**config.mk**
```make
export PLATFORM = sky130hd
export DESIGN_NAME = front_end_top
export DESIGN_NICKNAME = d
export VERILOG_FILES = /design/src/hw/front_end_pkg.sv /design/src/hw/fetch_pc_gen.sv /design/src/hw/fetch_buffer.sv /design/src/hw/dual_decoder.sv /design/src/hw/front_end_top.sv
export SDC_FILE = /design/constraint.sdc
export NUM_CORES = 2
export LEC_CHECK = 0
export BUFFER_PORTS_ARGS = -buffer_cell sky130_fd_sc_hd__buf_2
export CAP_MARGIN = 10
export CORE_MARGIN = 3
export CORE_UTILIZATION = 39
export CTS_CLUSTER_DIAMETER = 120
export CTS_CLUSTER_SIZE = 24
export DETAILED_ROUTE_END_ITERATION = 7
export GPL_ROUTABILITY_DRIVEN = 0
export GPL_TIMING_DRIVEN = 0
export SLEW_MARGIN = 30
export SYNTH_ARGS = -nofsm -noshare
export SYNTH_HDL_FRONTEND = slang
export SYNTH_SLANG_ARGS = --single-unit
export TNS_END_PERCENT = 10
```
**constraint.sdc**
```tcl
create_clock -name clock -period 11.9 [get_ports clock]
set_input_delay 1.19 -clock clock [delete_from_list [all_inputs] [get_ports clock]]
set_output_delay 1.19 -clock clock [all_outputs]
set_load 0.02 [all_outputs]
```
**src/hw/front_end_pkg.sv**
```systemverilog
package front_end_pkg;

  // front end geometry
  localparam int unsigned num_super = 2;                 // lanes per cycle
  localparam int unsigned num_fb    = 8;                 // fetch buffer entries
  localparam int unsigned fb_idx_w  = $clog2(num_fb);

  // datapath widths
  localparam int unsigned xlen   = 64;
  localparam int unsigned inst_w = 32;

  localparam logic [xlen-1:0] reset_pc = '0;

  // major opcodes used by the test programs
  localparam logic [6:0] op_imm = 7'b0010011;            // addi, xori, ...
  localparam logic [6:0] op_reg = 7'b0110011;            // add, sub, ...

  // one instruction word, read either as register-register or as register-immediate
  typedef union packed {
    struct packed {
      logic [6:0] funct7;
      logic [4:0] rs2;
      logic [4:0] rs1;
      logic [2:0] funct3;
      logic [4:0] rd;
      logic [6:0] opcode;
    } r;
    struct packed {
      logic [11:0] imm12;                                // signed, bit 11 is the sign
      logic [4:0]  rs1;
      logic [2:0]  funct3;
      logic [4:0]  rd;
      logic [6:0]  opcode;
    } i;
  } rv_inst_u;

endpackage

```
**src/hw/fetch_pc_gen.sv**
```systemverilog
`timescale 1ns/100ps

module fetch_pc_gen (
  input  logic                                clock,
  input  logic                                arst_n,
  input  logic                                fetch_en,
  input  logic [front_end_pkg::num_super-1:0] imem_valid,
  input  logic                                rollback_en,
  input  logic [front_end_pkg::xlen-1:0]      rollback_pc,
  output logic [front_end_pkg::xlen-1:0]      imem_addr
);
  import front_end_pkg::*;

  logic [xlen-1:0] pc_step;

  // bytes consumed by this fetch
  always_comb begin
    case (imem_valid)
      2'b01:   pc_step = xlen'(4);
      2'b11:   pc_step = xlen'(8);
      default: pc_step = '0;                             // nothing offered
    endcase
  end

  always_ff @(posedge clock or negedge arst_n) begin
    if (!arst_n) begin
      imem_addr <= reset_pc;
    end else if (rollback_en) begin
      imem_addr <= rollback_pc;                          // restart after a flush
    end else if (fetch_en) begin
      imem_addr <= imem_addr + pc_step;
    end
  end

  // the PC only ever lands on instruction boundaries, including rollback targets
  a_pc_aligned: assert property (@(posedge clock) disable iff (!arst_n)
    imem_addr[1:0] == 2'b00);

  // memory fills lanes in order, a lone lane 1 would skip a word
  a_lane_order: assert property (@(posedge clock) disable iff (!arst_n)
    imem_valid[1] |-> imem_valid[0]);

endmodule

```
**src/hw/fetch_buffer.sv**
```systemverilog
`timescale 1ns/100ps

module fetch_buffer (
  input  logic                                                          clock,
  input  logic                                                          arst_n,
  input  logic [front_end_pkg::xlen-1:0]                                imem_addr,
  input  logic [front_end_pkg::num_super-1:0][front_end_pkg::inst_w-1:0] imem_data,
  input  logic [front_end_pkg::num_super-1:0]                           imem_valid,
  input  logic                                                          dispatch_ready,
  input  logic                                                          rollback_en,
  output logic                                                          fetch_en,
  output logic                                                          pair_valid,
  output logic                                                          pop,
  output logic [front_end_pkg::num_super-1:0][front_end_pkg::inst_w-1:0] pair_inst,
  output logic [front_end_pkg::num_super-1:0][front_end_pkg::xlen-1:0]   pair_npc
);
  import front_end_pkg::*;

  // ring storage
  logic [inst_w-1:0] fb_inst [num_fb];
  logic [xlen-1:0]   fb_npc  [num_fb];
  logic [num_fb-1:0] fb_valid;
  logic [num_fb-1:0] fb_valid_nxt;

  logic [fb_idx_w-1:0] head;
  logic [fb_idx_w-1:0] tail;
  logic [fb_idx_w-1:0] head_p1;
  logic [fb_idx_w-1:0] head_nxt;
  logic [fb_idx_w-1:0] tail_p1;
  logic [fb_idx_w-1:0] tail_nxt;

  logic                 want_one;
  logic                 want_two;
  logic [num_super-1:0] wr_en;
  logic [xlen-1:0]      npc0;
  logic [xlen-1:0]      npc1;

  assign head_p1 = head + fb_idx_w'(1);
  assign tail_p1 = tail + fb_idx_w'(1);

  assign want_one = imem_valid[0] & ~imem_valid[1];
  assign want_two = &imem_valid;

  // only take words when every slot they land in is free
  assign fetch_en = ((want_one & ~fb_valid[head]) |
                     (want_two & ~fb_valid[head] & ~fb_valid[head_p1])) & ~rollback_en;

  assign wr_en = imem_valid & {num_super{fetch_en}};

  assign npc0 = imem_addr + xlen'(4);
  assign npc1 = imem_addr + xlen'(8);                    // lane 1 sits at addr + 4

  // oldest two entries go out together
  assign pair_valid = fb_valid[tail] & fb_valid[tail_p1];
  assign pop        = pair_valid & dispatch_ready;

  assign pair_inst[0] = fb_inst[tail];
  assign pair_inst[1] = fb_inst[tail_p1];
  assign pair_npc[0]  = fb_npc[tail];
  assign pair_npc[1]  = fb_npc[tail_p1];

  always_comb begin
    case (wr_en)
      2'b01:   head_nxt = head_p1;
      2'b11:   head_nxt = head + fb_idx_w'(2);
      default: head_nxt = head;
    endcase
  end

  assign tail_nxt = pop ? tail + fb_idx_w'(2) : tail;

  // written and popped slots never overlap, since writes need empty slots
  always_comb begin
    fb_valid_nxt = fb_valid;
    if (wr_en[0]) begin
      fb_valid_nxt[head] = 1'b1;
    end
    if (wr_en[1]) begin
      fb_valid_nxt[head_p1] = 1'b1;
    end
    if (pop) begin
      fb_valid_nxt[tail]    = 1'b0;
      fb_valid_nxt[tail_p1] = 1'b0;
    end
  end

  always_ff @(posedge clock or negedge arst_n) begin
    if (!arst_n) begin
      head     <= '0;
      tail     <= '0;
      fb_valid <= '0;
    end else if (rollback_en) begin
      head     <= '0;                                    // flush everything in flight
      tail     <= '0;
      fb_valid <= '0;
    end else begin
      head     <= head_nxt;
      tail     <= tail_nxt;
      fb_valid <= fb_valid_nxt;
    end
  end

  always_ff @(posedge clock) begin
    if (wr_en[0]) begin
      fb_inst[head] <= imem_data[0];
      fb_npc[head]  <= npc0;
    end
    if (wr_en[1]) begin
      fb_inst[head_p1] <= imem_data[1];
      fb_npc[head_p1]  <= npc1;
    end
  end

  // a popped pair is two neighbouring words of one fetch stream
  a_pop_pair: assert property (@(posedge clock) disable iff (!arst_n)
    pop |-> pair_npc[1] == pair_npc[0] + xlen'(4));

  // the head only meets a live entry once the ring is full
  a_no_overwrite: assert property (@(posedge clock) disable iff (!arst_n)
    fb_valid[head] |-> (head == tail) && (&fb_valid));

endmodule

```
**src/hw/dual_decoder.sv**
```systemverilog
`timescale 1ns/100ps

module dual_decoder (
  input  logic                                                          clock,
  input  logic                                                          arst_n,
  input  logic                                                          pop,
  input  logic                                                          rollback_en,
  input  logic [front_end_pkg::num_super-1:0][front_end_pkg::inst_w-1:0] pair_inst,
  input  logic [front_end_pkg::num_super-1:0][front_end_pkg::xlen-1:0]   pair_npc,
  output logic                                                          dec_valid,
  output logic [front_end_pkg::num_super-1:0][front_end_pkg::xlen-1:0]   dec_npc,
  output logic [front_end_pkg::num_super-1:0][6:0]                      dec_opcode,
  output logic [front_end_pkg::num_super-1:0][4:0]                      dec_rd,
  output logic [front_end_pkg::num_super-1:0][4:0]                      dec_rs1,
  output logic [front_end_pkg::num_super-1:0][4:0]                      dec_rs2,
  output logic [front_end_pkg::num_super-1:0][front_end_pkg::xlen-1:0]   dec_imm
);
  import front_end_pkg::*;

  rv_inst_u [num_super-1:0] lane_inst;
  logic     [num_super-1:0][xlen-1:0] lane_imm;

  assign lane_inst = pair_inst;

  // immediate taken from the I view on every word, the back end ignores it when unused
  always_comb begin
    for (int l = 0; l < num_super; l++) begin
      lane_imm[l] = {{(xlen-12){lane_inst[l].i.imm12[11]}}, lane_inst[l].i.imm12};
    end
  end

  always_ff @(posedge clock or negedge arst_n) begin
    if (!arst_n) begin
      dec_valid <= 1'b0;
    end else if (rollback_en) begin
      dec_valid <= 1'b0;                                 // squash the pair in flight
    end else begin
      dec_valid <= pop;
    end
  end

  // fields hold between pops
  always_ff @(posedge clock) begin
    if (pop) begin
      for (int l = 0; l < num_super; l++) begin
        dec_npc[l]    <= pair_npc[l];
        dec_opcode[l] <= lane_inst[l].r.opcode;
        dec_rd[l]     <= lane_inst[l].r.rd;
        dec_rs1[l]    <= lane_inst[l].r.rs1;
        dec_rs2[l]    <= lane_inst[l].r.rs2;             // garbage for I-type, harmless
        dec_imm[l]    <= lane_imm[l];
      end
    end
  end

endmodule

```
**src/hw/front_end_top.sv**
```systemverilog
`timescale 1ns/100ps

module front_end_top (
  input  logic                                                          clock,
  input  logic                                                          arst_n,
  output logic [front_end_pkg::xlen-1:0]                                imem_addr,
  input  logic [front_end_pkg::num_super-1:0][front_end_pkg::inst_w-1:0] imem_data,
  input  logic [front_end_pkg::num_super-1:0]                           imem_valid,
  input  logic                                                          dispatch_ready,
  input  logic                                                          rollback_en,
  input  logic [front_end_pkg::xlen-1:0]                                rollback_pc,
  output logic                                                          dec_valid,
  output logic [front_end_pkg::num_super-1:0][front_end_pkg::xlen-1:0]   dec_npc,
  output logic [front_end_pkg::num_super-1:0][6:0]                      dec_opcode,
  output logic [front_end_pkg::num_super-1:0][4:0]                      dec_rd,
  output logic [front_end_pkg::num_super-1:0][4:0]                      dec_rs1,
  output logic [front_end_pkg::num_super-1:0][4:0]                      dec_rs2,
  output logic [front_end_pkg::num_super-1:0][front_end_pkg::xlen-1:0]   dec_imm
);
  import front_end_pkg::*;

  logic                                fetch_en;
  logic                                pop;
  logic [num_super-1:0][inst_w-1:0]    pair_inst;
  logic [num_super-1:0][xlen-1:0]      pair_npc;

  fetch_pc_gen fetch_pc_gen_i (
    .clock       (clock),
    .arst_n      (arst_n),
    .fetch_en    (fetch_en),
    .imem_valid  (imem_valid),
    .rollback_en (rollback_en),
    .rollback_pc (rollback_pc),
    .imem_addr   (imem_addr)
  );

  fetch_buffer fetch_buffer_i (
    .clock          (clock),
    .arst_n         (arst_n),
    .imem_addr      (imem_addr),
    .imem_data      (imem_data),
    .imem_valid     (imem_valid),
    .dispatch_ready (dispatch_ready),
    .rollback_en    (rollback_en),
    .fetch_en       (fetch_en),
    .pair_valid     (),
    .pop            (pop),
    .pair_inst      (pair_inst),
    .pair_npc       (pair_npc)
  );

  dual_decoder dual_decoder_i (
    .clock       (clock),
    .arst_n      (arst_n),
    .pop         (pop),
    .rollback_en (rollback_en),
    .pair_inst   (pair_inst),
    .pair_npc    (pair_npc),
    .dec_valid   (dec_valid),
    .dec_npc     (dec_npc),
    .dec_opcode  (dec_opcode),
    .dec_rd      (dec_rd),
    .dec_rs1     (dec_rs1),
    .dec_rs2     (dec_rs2),
    .dec_imm     (dec_imm)
  );

endmodule

```
== Word-level counts from Yosys, hierarchy flattened ==
Memory sizes are Yosys's and may differ from the RTL's. A register that Yosys moved wholly into a read port is not among the register bits.
Index checks and enable logic that the tools add are counted.
Storage, ports and cells
  bits in registers: 147
  RAM bits: 768
  memories kept: 2
Cells by class
  add/subtract/negate cells: 7
  magnitude comparators: 8
  eq/ne operators: 4
  multiplexer cells: 32
  bitwise logic cells: 19
  reduce and logical (&&, ||, !) cells: 8
Memories
  fetch_buffer_i.fb_npc: words 8, width 64, rd ports 2, clocked after Yosys merged registers in 2, write ports 2, line fetch_buffer.sv:21  | logic [xlen-1:0] fb_npc [num_fb];
  fetch_buffer_i.fb_inst: words 8, width 32, rd ports 2, clocked after Yosys merged registers in 0, write ports 2, line fetch_buffer.sv:20  | logic [inst_w-1:0] fb_inst [num_fb];
Operators with widths (count)
  2-to-1 mux 64 bit: 2
  adder 64 x 3 -> 64 bit, second input constant: 1
  adder 64 x 4 -> 64 bit: 1
  adder 64 x 4 -> 64 bit, second input constant: 1
  2-to-1 mux 8 bit: 4
  bitwise AND 8 bit: 2
  less-than comparator 3 x 4 -> 1 bit, second input constant: 4
  inverter 8 bit: 2
  OR 8 bit: 2
  2-to-1 mux 1 bit: 13
  binary-select mux 1 bit (select 3 bit): 4
  demux 1 bit (select 3 bit): 4
  >= comparator 3 x 1 -> 1 bit, second input constant: 4
  2-to-1 mux 3 bit: 3
  one-hot mux 4 bit (2 select lines): 1
  bitwise AND 1 bit: 7
  adder 3 x 1 -> 3 bit, second input constant: 2
  adder 3 x 2 -> 3 bit, second input constant: 2
  one-hot mux 3 bit (2 select lines): 1
  == test 2 x 1 -> 1 bit, second input constant: 2
  == test 2 bit, second input constant: 2
  logical AND 1 bit: 4
  inverter 1 bit: 4
  nonzero test 2 bit: 2
  4 further kinds: 4

== Depth between registers and ports, before layout ==
  word-level depth: 15
  depth in mapped cells: 11
  gate-level depth less buffers: 9

== Cells and area by module ==
From an unflattened synthesis, not the netlist that was laid out.
Unflattened totals
  cells, all modules: 3676
  area, all modules: 50410.8 µm²
By module, submodules not included
  fetch_buffer: instances 1, cells each 2948, area each 40136.0 µm², sequential area each 23387.4 µm²
  dual_decoder: instances 1, cells each 302, area each 6480.0 µm², sequential area each 5610.4 µm²
  fetch_pc_gen: instances 1, cells each 426, area each 3794.9 µm², sequential area each 1601.5 µm²

== Worst setup path after synthesis ==
No wires, ideal clock.
  path kind: input to register
  from: input imem_valid[1] in the netlist's numbering
  to: memory fetch_buffer_i.fb_inst[3][0], enable pin
  library setup time: 0.675 ns
  data arrival time: 8.580 ns
  required time: 11.225 ns
  setup slack: 2.644 ns
  cell stages on the path: 5
  path buffers: 1
  cell sequence: clkbuf_1 > and3_1 > a31oi_1 > nand2_1 > o21ai_0
RTL lines
  start: declaration: line front_end_top.sv:8  | input logic [front_end_pkg::num_super-1:0] imem_valid,
  end: declaration: line fetch_buffer.sv:20

==> impl_metrics.json <==
{
  "outcome": "completed",
  "drc": 0,
  "hold_viol_final": 0,
  "crit_path_max_incr_delay_ns": 0.56,
  "setup_violations": 0,
  "async_flop_share_pct": 7.738,
  "synth_nets": 4260,
  "worstReg2RegEnd": "fetch_buffer_i.fb_npc[1][40]$_DFFE_PP_",
  "fin_area_sq_mm": 0.05660,
  "crit_path_end_kind": "register",
  "initial_utilization_pct": 39.33,
  "dp_hpwl_um": 134900,
  "dp_slack_ns": 6.529,
  "whs_ns": 0.3209,
  "slew_headroom_pct": 26.52,
  "drtPass1Iterations": 7,
  "finalPower_uw": 7403,
  "cp_slowest_cell": "nand2_4",
  "wl_per_cell_um": 28.98,
  "cp.required_ns": 12.26,
  "io_pins": 499,
  "ff2ff_path_depth": 13,
  "crit_cells": 13,
  "synth_area_sq_mm": 0.04946,
  "nNetsFinal": 4821,
  "clockBufferDepth": 3,
  "die_h_um": 362.1,
  "tightest_slew_ns": 1.102,
  "hp-class": "in -> async",
  "first_iter_violations": 5406,
  "start_kind": "register",
  "numClockSinks": 1008,
  "p_leak_uw": 0.02033,
  "drive_gt1_share_pct": 23.10,
  "power_density_mw_per_mm2": 130.8,
  "worst-path-buf-inv": 6,
  "synth_seq_cells": 1008,
  "rows": 130,
  "hold_buffers": 0,
  "startpoint": "fetch_buffer_i.head[1]$_DFFE_PN0P_",
  "slew_viol_final": 0,
  "highest_layer": "met5",
  "fp.dieW_um": 362.1,
  "cts.repair.resized": 0,
  "grt_pass1_vias": 34480,
  "placed_cell_area_sq_mm": 0.05510,
  "yosysSeqAreaShare_pct": 60.41,
  "crit_family": "buffers and inverters",
  "drt-met1-wl_um": 69400,
  "wl_um": 184300,
  "max_freq_mhz": 193.6,
  "ir_worst_vdd_uv": 114.4,
  "ys_types": 60,
  "io_buffers": 433,
  "vias": 36690,
  "layout_setup_ws_ns": 6.736,
  "cap_violations": 0,
  "synthToLayoutAreaGrowth_pct": 14.44,
  "synthFlopType": "edfxtp_1",
  "viasPerCell": 5.769,
  "period_share_pct": 43.40,
  "crit_end": "fetch_buffer_i.fb_npc[1][40]$_DFFE_PP_",
  "synth-edff-count": 930,
  "cts-root-buf": "clkbuf_16",
  "period_needed_ns": 5.164,
  "critPathMaxFanout": 34,
  "synth_warnings": 0,
  "grt_usage_pct": 27.33,
  "final_cells": 6360,
  "routed-wl-met3_um": 21940,
  "post_cts_buffers": 0,
  "cts_buffers": 48,
  "ff2ff_setup_slack_ns": 6.74,
  "grt_pass1_wl_um": 256100,
  "dieArea_sq_mm": 0.1311,
  "clk_pin_slew_ns": 0.11,
  "crit_type": "reg -> reg",
  "rsz0062_at_grt": "false",
  "placed_cells": 6270,
  "grt_max_degree": 61,
  "wl_met2_um": 81960,
  "core_area_sq_mm": 0.1257,
  "ctsHtreeMaxLevel": 2,
  "avgSynthCellArea_sq_um": 12.03,
  "skew_ns": 0.05949,
  "arrival_ns": 5.52,
  "clock_latency_ns": 0.71,
  "timing.rr.start": "fetch_buffer_i.head[1]$_DFFE_PN0P_",
  "crit_path_cell_trace": "ha_1, buf_6, mux4_2, and3_1, a31o_1, buf_6, clkbuf_1, nor2_1, clkbuf_1, nand3_1, nand2_4, buf_16, buf_16",
  "antenna_found_initial": 13,
  "antenna_left": 0,
  "cts_tree": "built",
  "syn_inst": 4111,
  "grt_overflow": 0
}
power breakdown:
group	switching [uW]	total [uW]	internal, uW
combinational	871	1260	388
clock	1190	1970	781
sequential	71.9	4180	4110
layer usage:
| metal | track usage (%) | vias to the layer above |
|---|---|---|
| met5 | 0 | - |
| met4 | 13.40 | 2 |
| met3 | 6.756 | 458 |
| met2 | 42.14 | 2515 |
| met1 | 36.14 | 18130 |
| li1 | - | 15590 |
cells by family after synthesis:
group / count (synthesis) / share of synthesized area [%]
DFF: 1008 / 60.41
AOI/OAI and AO/OA: 428 / 4.579
buffers and inverters: 486 / 5.148
and+or+nand+nor: 1580 / 13.47
adders and majority gates: 15 / 0.3947
muxes: 277 / 10.38
xor gates and xnor gates: 317 / 5.614
cell type report:
class,count,area [sq um]
fillers,11590,69140
flip-flops and latches,1008,29880
multi-input cells,2617,17260
repair buffers,511,3397
plain buffers,468,2537
well taps,1650,2064
clock buffers,75,1324
inverters,18,67.56
clock inverters,4,45.04
diodes,9,22.52
stage by stage:
| stage | util, % | setup TNS, ns |
|---|---|---|
| global route | 45.00 | 0 |
| finish | 45.01 | 0 |
| global placement | 42.70 | -1606.79 |
| floorplan | - | 0 |
| detailed placement | 43.82 | 0 |
| CTS | 44.91 | 0 |
sequential cells by signal, summed over array words and instances (netlist names):
| signal | flops |
|---|---|
| dual_decoder_i.dec_rd | 10 |
| fetch_buffer_i.fb_inst | 232 |
| dual_decoder_i.dec_opcode | 14 |
| dual_decoder_i.dec_imm | 20 |
| dual_decoder_i.dec_valid | 1 |
| dual_decoder_i.dec_rs1 | 10 |
| fetch_buffer_i.tail | 2 |
| fetch_buffer_i.fb_valid | 8 |
| fetch_buffer_i.fb_npc | 512 |
| fetch_pc_gen_i.imem_addr | 64 |
| dual_decoder_i.dec_rs2 | 4 |
| fetch_buffer_i.head | 3 |
| dual_decoder_i.dec_npc | 128 |
cell usage after synthesis, types with 17 or more instances:
cell | number | area, sq um
nor4_1 | 45 | 281.5
edfxtp_1 | 930 | 27930
nor3_1 | 59 | 295.3
nand3_1 | 55 | 275.3
xnor2_1 | 252 | 2207
o21ai_0 | 88 | 440.4
nand2_1 | 925 | 3472
nor2_1 | 351 | 1318
buf_4 | 172 | 1291
mux4_2 | 187 | 4212
mux2i_1 | 74 | 740.7
dfrtp_1 | 78 | 1952
buf_1 | 57 | 214.0
xor2_1 | 65 | 569.3
a21oi_1 | 293 | 1466
clkbuf_1 | 188 | 705.7
nand4_1 | 64 | 400.4
inv_1 | 17 | 63.81
buf_2 | 47 | 235.2
how the worst min path moves through the flow:
stage	endpoint	slack [ns]	cells after the start
global placement	fetch_buffer_i.fb_valid[5]$_DFF_PN0_	0.56	2
floorplan	fetch_buffer_i.fb_valid[4]$_DFF_PN0_	0.50	2
detailed placement	fetch_buffer_i.fb_valid[4]$_DFF_PN0_	0.56	2
finish	fetch_pc_gen_i.imem_addr[9]$_DFFE_PN0N_	0.32	1
global route	dual_decoder_i.dec_valid$_DFF_PN0_	0.33	1
CTS	fetch_pc_gen_i.imem_addr[9]$_DFFE_PN0N_	0.31	1
layout by cell type (no fill, tap or decap), types with 27 or more instances in the layout:
master     instances
xnor2_1          242
o21ai_0           87
mux2i_1           73
dfrtp_1           78
edfxtp_1         930
nor3_1            52
clkbuf_16         49
clkbuf_2          27
xor2_1            64
nand4_1           64
clkbuf_1         189
buf_2            500
nand2_1          920
a21oi_1          293
mux4_2           187
nand3_1           55
nor4_1            40
buf_1             37
nor2_1           351
buf_4            200
No activity file was read; power rests on OpenSTA's default activity.
